### src/uop_pkg.sv
`default_nettype none

package uop_pkg;

  localparam int DATA_W = 32;  // operand and result width
  localparam int PREG_W = 5;   // physical register index
  localparam int IMM_W  = 16;

  // uop opcodes, OP_MUL is the only one routed to the multiplier
  typedef enum logic [2:0] {
    OP_ADD = 3'd0,
    OP_SUB = 3'd1,
    OP_AND = 3'd2,
    OP_XOR = 3'd3,
    OP_LI  = 3'd4,  // dest = zero-extended imm
    OP_MUL = 3'd5
  } opcode_e;

  // renamed uop as it arrives from dispatch
  typedef struct packed {
    logic              valid;
    opcode_e           opcode;
    logic [PREG_W-1:0] dest;
    logic [PREG_W-1:0] src1;
    logic [PREG_W-1:0] src2;
    logic [IMM_W-1:0]  imm;
  } uop_t;

endpackage

`default_nettype wire

### src/rob_pkg.sv
`default_nettype none

package rob_pkg;

  import uop_pkg::*;

  localparam int ROB_PTR_W = 4;  // depth is limited to 16 entries

  typedef logic [ROB_PTR_W-1:0] rob_ptr_t;

  typedef enum logic [1:0] {
    ST_READY  = 2'd0,  // waiting for issue
    ST_ISSUED = 2'd1,
    ST_DONE   = 2'd2   // result captured, may commit
  } status_e;

  typedef struct packed {
    uop_t              uop;
    status_e           status;
    logic [DATA_W-1:0] result;
  } rob_entry_t;

  // scheduler to queue, moves an entry to ST_ISSUED
  typedef struct packed {
    logic     valid;
    rob_ptr_t ptr;
  } mark_t;

  typedef struct packed {
    logic              valid;
    rob_ptr_t          rob_ptr;
    opcode_e           opcode;
    logic [PREG_W-1:0] dest;
    logic [DATA_W-1:0] a;
    logic [DATA_W-1:0] b;
    logic [IMM_W-1:0]  imm;
  } issue_t;

  typedef struct packed {
    logic              valid;
    rob_ptr_t          rob_ptr;
    logic [PREG_W-1:0] dest;
    logic [DATA_W-1:0] data;
  } wb_t;

  typedef struct packed {
    logic              valid;
    rob_ptr_t          rob_ptr;
    logic [PREG_W-1:0] dest;
    logic [DATA_W-1:0] data;
  } commit_t;

endpackage

`default_nettype wire

### src/rob_queue.sv
`timescale 1ns/1ns
`default_nettype none

module rob_queue
  import uop_pkg::*;
  import rob_pkg::*;
#(
  parameter int ROB_DEPTH = 8
) (
  input  logic                         clk_in,
  input  logic                         rst_N_in,
  input  uop_t                         dispatch,
  input  mark_t                        alu_mark,
  input  mark_t                        mul_mark,
  input  wb_t                          wb,
  input  logic                         retire,
  output rob_entry_t [ROB_DEPTH-1:0]   entries_out,
  output rob_ptr_t                     head,
  output logic       [ROB_PTR_W:0]     count,
  output logic                         full
);

  rob_entry_t [ROB_DEPTH-1:0] ring;
  rob_ptr_t                   tail;
  logic                       push;

  assign full = (count == (ROB_PTR_W+1)'(ROB_DEPTH));
  assign push = dispatch.valid && !full;
  assign entries_out = ring;

  // pointers wrap at ROB_DEPTH, which need not be a power of two
  function automatic rob_ptr_t next_ptr(rob_ptr_t ptr);
    if (ptr == rob_ptr_t'(ROB_DEPTH - 1)) begin
      return '0;
    end
    return ptr + 1'b1;
  endfunction

  always_ff @(posedge clk_in) begin
    if (rst_N_in) begin
      head  <= '0;
      tail  <= '0;
      count <= '0;
    end else begin
      if (push) begin
        tail <= next_ptr(tail);
      end
      if (retire) begin
        head <= next_ptr(head);
      end
      case ({push, retire})
        2'b10:   count <= count + 1'b1;
        2'b01:   count <= count - 1'b1;
        default: count <= count;
      endcase
    end
  end

  // slots outside head..head+count are ignored downstream
  always_ff @(posedge clk_in) begin
    if (push) begin
      ring[tail].uop    <= dispatch;
      ring[tail].status <= ST_READY;
      ring[tail].result <= '0;
    end
    if (alu_mark.valid) begin
      ring[alu_mark.ptr].status <= ST_ISSUED;
    end
    if (mul_mark.valid) begin
      ring[mul_mark.ptr].status <= ST_ISSUED;
    end
    if (wb.valid) begin
      ring[wb.rob_ptr].status <= ST_DONE;
      ring[wb.rob_ptr].result <= wb.data;
    end
  end

  // the outside has to hold dispatch while rob_ready is low
  a_no_dispatch_full: assert property (@(posedge clk_in) disable iff (rst_N_in)
    dispatch.valid |-> !full)
    else $error("dispatch while reorder buffer full");

  // a unit only returns results for entries the scheduler marked earlier
  a_wb_to_issued: assert property (@(posedge clk_in) disable iff (rst_N_in)
    wb.valid |-> ring[wb.rob_ptr].status == ST_ISSUED)
    else $error("writeback to entry %0d which is not issued", wb.rob_ptr);

endmodule

`default_nettype wire

### config.mk
export PLATFORM = sky130hd
export DESIGN_NAME = rob_queue
export DESIGN_NICKNAME = d
export VERILOG_FILES = /design/src/uop_pkg.sv /design/src/rob_pkg.sv /design/src/rob_queue.sv
export SDC_FILE = /design/constraint.sdc
export NUM_CORES = 1
export LEC_CHECK = 0
export BUFFER_PORTS_ARGS = -buffer_cell sky130_fd_sc_hd__buf_2
export CAP_MARGIN = 20
export CORE_AREA = 3 3 254 256
export DETAILED_ROUTE_END_ITERATION = 8
export DIE_AREA = 0 0 257 259
export PLACE_DENSITY_LB_ADDON = 0.2
export SLEW_MARGIN = 15
export SYNTH_ARGS = -nofsm -noshare
export SYNTH_HDL_FRONTEND = slang
export SYNTH_SLANG_ARGS = --single-unit
### constraint.sdc
create_clock -name clk_in -period 5.9 [get_ports clk_in]
set_clock_uncertainty 0.2 [all_clocks]
set_input_delay 1.18 -clock clk_in [delete_from_list [all_inputs] [get_ports clk_in]]
set_output_delay 1.18 -clock clk_in [all_outputs]
set_load 0.1 [all_outputs]
# ---- Word level (Yosys, flattened, before mapping)
# Index checks and enable logic that the tools add are counted.
dict set report op_classes {
  n_reduce_logical 7
  order_cmp 8
  n_eq_ne 5
  muxes 36
  addsub 4
}
# operator count
set op_table {}
lappend op_table {{552-bit bitwise mux} 7}
lappend op_table {{552-bit 2-to-1 mux} 4}
lappend op_table {{69-bit demux with 3-bit select} 7}
lappend op_table {{34-bit 2-to-1 mux} 4}
lappend op_table {{69-bit 2-to-1 mux} 1}
lappend op_table {{32-bit 2-to-1 mux} 2}
lappend op_table {{4-bit by 1-bit >= comparator with 1-bit output (second input constant)} 4}
lappend op_table {{4-bit < comparator (second input constant)} 4}
lappend op_table {{4-bit 2-to-1 mux} 4}
lappend op_table {{5-bit one-hot mux with 2 select lines} 1}
lappend op_table {{4-bit by 1-bit adder with 4-bit output (second input constant)} 2}
lappend op_table {{4-bit by 3-bit == test with 1-bit output (second input constant)} 2}
lappend op_table {{1-bit 2-to-1 mux} 6}
lappend op_table {{5-bit by 1-bit adder with 5-bit output (second input constant)} 1}
lappend op_table {{5-bit by 4-bit == test with 1-bit output (second input constant)} 1}
lappend op_table {{1-bit logical AND} 5}
lappend op_table {{5-bit by 1-bit subtractor with 5-bit output (second input constant)} 1}
lappend op_table {{2-bit by 1-bit == test with 1-bit output (second input constant)} 1}
lappend op_table {{2-bit == test (second input constant)} 1}
lappend op_table {{2-bit nonzero test} 1}
lappend op_table {{1-bit zero test} 1}
dict set report word_totals {
  ff_bits 565
  input_bits 90
  out_inout_bits 562
  word_cells 127
}

# ---- Longest topological paths before layout
# Gate-level depths: netlist of the first run.
dict set report depth {
  ltp_word 15
  ltp_mapped 14
  mapped_depth_nobuf 10
}

# ---- Worst setup path after synthesis of the first run
# No wires, ideal clock.
dict set report synth_timing {
  kind {register to register}
  start {register count[4]}
  end {register ring, in the netlist entries_out[140]}
  synth_period_minus_slack_ns 5.422
  path_slack_ns 0.478
  required_ns 5.581
  path_buffers 2
  path_stages_with_launch 7
  t_arrival_ns 5.103
  setup_ns 0.119
  path_cell_list {dfxtp_1 -> clkbuf_1 -> nor4_1 -> a211oi_1 -> nor2_1 -> buf_2 -> a22o_1}
}
dict set report synth_between {
  elab_chain_len 11
}
# item line_no
set synth_lines {}
lappend synth_lines {{start, declared} rob_queue.sv:19} ;# output logic [ROB_PTR_W:0] count,
lappend synth_lines {{start signal, assigned} rob_queue.sv:52} ;# 2'b10: count <= count + 1'b1;
lappend synth_lines {{start signal, assigned} rob_queue.sv:53} ;# 2'b01: count <= count - 1'b1;
lappend synth_lines {{start signal, assigned} rob_queue.sv:54} ;# default: count <= count;
lappend synth_lines {{5-bit by 4-bit == test with 1-bit output *} rob_queue.sv:27} ;# assign full = (count == (ROB_PTR_W+1)'(ROB_DEPTH));
lappend synth_lines {{1-bit zero test *} rob_queue.sv:28} ;# assign push = dispatch.valid && !full;
lappend synth_lines {{1-bit logical AND *} rob_queue.sv:28}
lappend synth_lines {{552-bit 2-to-1 mux *} rob_queue.sv:61} ;# if (push) begin
lappend synth_lines {{552-bit bitwise mux} rob_queue.sv:67} ;# ring[alu_mark.ptr].status <= ST_ISSUED;
lappend synth_lines {{552-bit 2-to-1 mux *} rob_queue.sv:66} ;# if (alu_mark.valid) begin
lappend synth_lines {{552-bit bitwise mux} rob_queue.sv:70} ;# ring[mul_mark.ptr].status <= ST_ISSUED;
lappend synth_lines {{552-bit 2-to-1 mux *} rob_queue.sv:69} ;# if (mul_mark.valid) begin
lappend synth_lines {{552-bit bitwise mux} rob_queue.sv:73} ;# ring[wb.rob_ptr].status <= ST_DONE;
lappend synth_lines {{552-bit bitwise mux} rob_queue.sv:74} ;# ring[wb.rob_ptr].result <= wb.data;
lappend synth_lines {{552-bit 2-to-1 mux *} rob_queue.sv:72} ;# if (wb.valid) begin
lappend synth_lines {{end, declared} rob_queue.sv:23} ;# rob_entry_t [ROB_DEPTH-1:0] ring;
# Every way passes the cells marked *; elsewhere a longest branch is shown, timed or not.
# A chain may end at the register's enable or synchronous reset.

# ---- Final worst setup path of the first run
dict set report layout_timing {
  start {register count[3]}
  end {register count[4]}
}
dict set report layout_between {
  elab_chain_len 5
  elab_cells_between_ends 9
  classes_between {add/sub (2); eq/ne (3); mux (1); reduce/logical (3)}
}
# item line_no
set layout_lines {}
lappend layout_lines {{5-bit by 4-bit == test with 1-bit output} rob_queue.sv:27}
lappend layout_lines {{1-bit zero test} rob_queue.sv:28}
lappend layout_lines {{1-bit logical AND} rob_queue.sv:28}
lappend layout_lines {{2-bit by 1-bit == test with 1-bit output / 2-bit == test (equally long branches)} rob_queue.sv:51} ;# case ({push, retire})
lappend layout_lines {{5-bit one-hot mux with 2 select lines / 2-bit nonzero test (equally long branches)} -}
# Several ways; a longest one is shown, not always the timed one.

==> results of run 1 <==
-- where the power goes --
group	total (mW)	switching (mW)	leakage, nW	internal [mW]
registers	4.83	0.250	4.90	4.58
clock network	3.65	1.52	0.921	2.13
logic	4.42	3.81	4.47	0.612
-- metal layers --
metal  GRT usage [%]  share of wire, %  vias to the layer above
met4           6.504               3.4                       12
li1                -                 -                     5464
met2           31.06                48                      629
met5               0              0.12                        -
met1           21.45                39                     6050
met3           7.063                10                      108
-- logic make-up (layout without fill, tap and decap cells) --
| logic type | after synthesis | count (layout) | share of synthesized area, % |
|---|---|---|---|
| DFF | 565 | 565 | 78.73 |
| AOI/OAI and AO/OA | 312 | 312 | 14.87 |
| muxes | 2 | 2 | 0.1117 |
| buffers and inverters | 100 | 784 | 2.680 |
| xor gates and xnor gates | 5 | 5 | 0.2443 |
| adders and majority gates | 7 | 7 | 0.4885 |
| and+or+nand+nor | 94 | 94 | 2.882 |
-- critical path, stage by stage, from the launching register on --
cell and delay [ns]:
dfxtp_1 0.52, or4b_4 0.53, o21a_4 0.31, inv_2 0.28, ha_1 0.40, xor2_1 0.18, ha_1 0.18, a21oi_1 0.07
a221oi_1 0.36, or4b_2 0.62, nand3_1 0.10
-- worst paths after layout --
| path | startpoint | end |
|---|---|---|
| max | count[3]$_SDFFE_PP0P_ | count[4]$_SDFFE_PP0P_ |
| min | entries_out[240]$_DFF_P_ | entries_out[240]$_DFF_P_ |
| max reg2reg | count[3]$_SDFFE_PP0P_ | count[4]$_SDFFE_PP0P_ |
| min reg2reg | entries_out[240]$_DFF_P_ | entries_out[240]$_DFF_P_ |
-- cell type report --
type,instances,area [um^2],share of cell area (%)
clock buffer,79,1602,6.658
sequential,565,14110,58.68
multi-input combinational,420,3476,14.45
tap,846,1059,4.401
inverter,7,26.28,0.1092
timing repair buffer,672,3473,14.44
clock inverter,26,304.0,1.264
-- cells in the mapped netlist, drive strengths merged, types with 3 or more instances --
cell type	count	share of area, %
clkbuf	35	0.74
xor2	4	0.20
a21oi	17	0.60
o21bai	4	0.17
a22oi	6	0.25
inv	7	0.15
a211oi	3	0.13
buf	58	1.8
nand3	4	0.11
nor3b	4	0.17
nor3	9	0.31
edfxtp	280	47
dfxtp	285	32
a22o	256	13
nand2	23	0.48
ha	7	0.49
nor2b	7	0.24
nor2	18	0.38
o21ai	7	0.20
nand2b	8	0.28
a31oi	5	0.36
o22ai	3	0.10
==> results.toml, run 1 <==
[outcome]
status = "complete, no violations"

[placement]
portBuffers = 646
gp_congestion = 0.8019
dpl_cell_area_um2 = 22100
place_ws_ns = 1.819
placedCellCount = 2508
place.detailed.hpwl_um = 44080

[global_route]
grt-ovfl-total = 0
grtUsageTotal_pct = 18.43
grt_max_degree = 38
grt_pass1_vias = 12100
grt_antenna_before_repair = 7
grt_pass1_wl_um = 90160

[timing]
worstMarginPinSlew_ns = 1.032
hold_ws_ns = 0.2621
setup_slack_ns = 2.080
grt_setup_unrepaired = "no"
report.final.setup_viol = 0
fmax_mhz = 261.8
fin_crit_ns = 3.820
relSlewSlack_pct = 31.20
drv_slew = 0
hold_viol = 0
fin_crit_sh_pct = 64.74
tns_ns = 0

[logic_synthesis]
syn_avg_cell_area_um2 = 16.52
synth_area_um2 = 17930
synthFlopType = "dfxtp_1"
synth_nets = 1182
yosys_warnings = 0
ys_types = 55
async_reset_ff_share_pct = 0
synth.ff_latch_count = 565
synth_cells = 1085
yosysSeqAreaShare_pct = 78.73
synth_edf_count = 280

[routing]
num_vias = 12260
drt-vias-per-instance = 4.689
drc = 0
firstDrtPassIters = 5
drtIter0Drc = 707
avgRoutedWirePerCell_um = 24.48
routed_wl_um = 64010
antenna_left = 0

[final_layout]
fin_cells = 2615
final_cell_mix = "buf_2 (646), dfxtp_1 (285), edfxtp_1 (280)"
drive_above_1_share_pct = 44.60
final_common_cell = "buf_2"
syn2layout_area_growth_pct = 34.17
fin_util_pct = 38.34
num-nets-final = 1822
fin_area_um2 = 24050
num_antenna_cells = 0
n_fill_cell = 5963

[clocking]
clock_latency_ns = 0.61
clk_pin_slew_ns = 0.06
clk_path_buf_depth = 3
postCtsSetupRepairBufs = 0
clock-sinks = 565
cts_max_level = 2
cts_resized = 0
cts_root_buf = "clkbuf_16"
numCtsBuffers = 59
cts_tree = "yes"
holdBufCountCts = 0

[worst_setup_path]
reg2reg_slack_ns = 2.08
critPathCaptureType = "register"
worst-path-max-fanout = 14
crit_required_ns = 6.24
crit_arrival_ns = 4.16
critPathLaunchType = "register"
critPathKind = "register to register"
rr_worst_depth = 10

[floorplan]
rows = 92
coreArea_um2 = 62740
ioPinCount = 652
dieArea_um2 = 66560
start_util_pct = 28.58
die_h_um = 259
die_w_um = 257

[power]
p_leak_nw = 10.30
vdd_ir_drop_max_v = 0.0003717
total_power_mw = 12.90
power_density_nw_per_um2 = 536.3

[min_path]
min_path_cells = 2
hp-class = "register to register"

[flow_run]
drv_cap = 0
(Power assumes the default switching activity.)
==> inputs of run 2 (changes only) <==
- ABC_AREA: not set -> 1
- CORE_AREA: 3 3 254 256 -> 3 3 255 257
- DIE_AREA: 0 0 257 259 -> 0 0 258 260
- clock period: 5.9 -> 3.1 ns (I/O delays scaled with it)
==> run 2 against run 1 <==
Die area grew 0.78%. Synthesized cell count rose by 29%. Clock power up 110%. Cell count increased by 13%. Total power rose by 98%. Largest power group unchanged.
==> results.toml, run 2 <==
[outcome]
status = "complete, no violations"

[routing]
num_vias = 13430
drc = 0
drt-vias-per-instance = 4.562
antenna_left = 0
firstDrtPassIters = 7
drtIter0Drc = 835
routed_wl_um = 64400
avgRoutedWirePerCell_um = 21.88

[logic_synthesis]
synth.ff_latch_count = 565
yosys.area.top_type = "edfxtp_1"
ys_types = 36
synth-compound-area-share_pct = 8.103
yosys.area_share.simple_pct = 10.27
synth_top_family_by_area = "simple AND/OR/NAND/NOR gates"
netlist.area_leader.share_pct = 45.15
synth_nets = 1492
syn_avg_cell_area_um2 = 13.35
synth_xor_area_share_pct = 0.1881
synthFlopType = "dfxtp_1"
synth_most_common_cell = "dfxtp_1"
synthTopCellsByArea = "edfxtp_1 (45%), dfxtp_1 (31%), nand3_1 (7.3%)"
synth-adder-area-share_pct = 0.4703
async_reset_ff_share_pct = 0
yosys-top-cells-count = "dfxtp_1 (285), edfxtp_1 (280), nand3_1 (273)"
synth.area.mux_share_pct = 0
synth_area_um2 = 18620
synth_cells = 1395
synth_edf_count = 280
yosysSeqAreaShare_pct = 75.79
yosys_warnings = 0

[clocking]
cts_root_buf = "clkbuf_16"
cts_resized = 0
cts_max_level = 2
holdBufCountCts = 0
cts_tree = "yes"
clk_pin_slew_ns = 0.06
clock_latency_ns = 0.61
clock-sinks = 565
clk_path_buf_depth = 3
postCtsSetupRepairBufs = 0
numCtsBuffers = 59

[final_layout]
final_common_cell = "buf_2"
drive_above_1_share_pct = 38.93
fin_cells = 2943
num-nets-final = 2143
fin_area_um2 = 24730
final_cell_mix = "buf_2 (646), dfxtp_1 (285), edfxtp_1 (280)"
fin_util_pct = 39.28
n_fill_cell = 6094
syn2layout_area_growth_pct = 32.81

[timing]
drv_slew = 0
fin_crit_ns = 2.482
fmax_mhz = 402.9
relSlewSlack_pct = 48.19
worstMarginPinSlew_ns = 0.7771
grt_setup_unrepaired = "no"
tns_ns = 0
report.final.setup_viol = 0
setup_slack_ns = 0.6179
hold_viol = 0
hold_ws_ns = 0.06642
fin_crit_sh_pct = 80.07

[placement]
place_ws_ns = 0.6831
gp_congestion = 0.8050
placedCellCount = 2831
portBuffers = 646
dpl_cell_area_um2 = 22620
place.detailed.hpwl_um = 45590

[worst_setup_path]
crit_required_ns = 2.28
worst-path-max-fanout = 5
cp_slowest_stage_delay_ns = 0.42
reg2reg_slack_ns = 0.91
rr_worst_depth = 14
regToRegEndpoint = "count[4]$_SDFFE_PP0P_"
crit_arrival_ns = 1.66
slowest_stage = "buf_2"
critPathKind = "register to primary output"
r2r-start = "count[1]$_SDFFE_PP0P_"
path_cells = "nor2_1, nand3_1, inv_1, buf_2"
critPathLaunchType = "register"
critPathCaptureType = "primary output"

[floorplan]
die_h_um = 260
coreArea_um2 = 62970
rows = 92
start_util_pct = 29.58
ioPinCount = 652
die_w_um = 258
dieArea_um2 = 67080

[power]
vdd_ir_drop_max_v = 0.0006041
total_power_mw = 25.51
p_leak_nw = 10.60
power_density_nw_per_um2 = 1031

[min_path]
hp-class = "primary input to register"
min_path_cells = 1
min_from = "dispatch[28]"

[global_route]
grt_antenna_before_repair = 4
grt-ovfl-total = 0
grt_max_degree = 67
grtUsageTotal_pct = 18.21
grt_pass1_vias = 12720
grt_pass1_wl_um = 90130

[flow_run]
drv_cap = 0
## run 2: cell types whose count changed after synthesis, sizes merged, moves of 5 or more
cell | before | now
nand3 | 4 | 277
inv | 7 | 73
a31oi | 5 | 0
nand2 | 23 | 51
nor2b | 7 | 0
nand2b | 8 | 0
a22o | 256 | 0
buf | 58 | 68
o21ai | 7 | 259
clkbuf | 35 | 15
a22oi | 6 | 0
nor2 | 18 | 25
## run 2: worst max-delay path by stage
stage | startpoint | to | slack, ns | cells past startpoint
floorplan | count[1]$_SDFFE_PP0P_ | register | 0.01 | 8
global placement | dispatch[34] | count[4]$_SDFFE_PP0P_ | 0.69 | 13
detailed placement | dispatch[34] | count[4]$_SDFFE_PP0P_ | 0.68 | 13
CTS | count[1]$_SDFFE_PP0P_ | full | 0.55 | 4
global route | count[1]$_SDFFE_PP0P_ | full | 0.52 | 4
finish | count[1]$_SDFFE_PP0P_ | full | 0.62 | 4
## run 2: layer usage
metal	global-route usage, %	vias up	share of wire, %
li1	-	6341	-
met1	21.44	6385	39
met2	30.64	594	48
met3	7.050	102	10
met4	5.825	4	2.7
met5	0	-	0.036
## run 2: cell families (layout without fill, tap and decap cells)
family,count (synthesis),after routing
compound gates,290,290
xor+xnor,4,4
fa+ha+maj,7,7
buf+inv,156,857
flops,565,565
other cells,0,1
simple gates,373,373
## run 2: area by class of cell
class	count	area [um^2]	area share [%]
antenna	1	2.502	0.01012
clock buffer	75	1577	6.374
sequential	565	14110	57.06
timing repair buffer	673	3598	14.55
inverter	73	281.5	1.138
multi-input combinational	674	3565	14.41
clock inverter	36	538.0	2.175
tap	846	1059	4.280
## run 2: worst max-delay path, delay by kind of cell (launching register included)
| family | cells | cell delay, ns |
|---|---|---|
| buffers and inverters | 2 | 0.48 |
| DFF | 1 | 0.36 |
| and+or+nand+nor | 2 | 0.21 |
## run 2: power by group
part           internal, mW  switching (mW)
Sequential             8.76           0.446
Combinational          1.06            7.59
Clock                  4.63            3.03
Total                  14.4            11.1
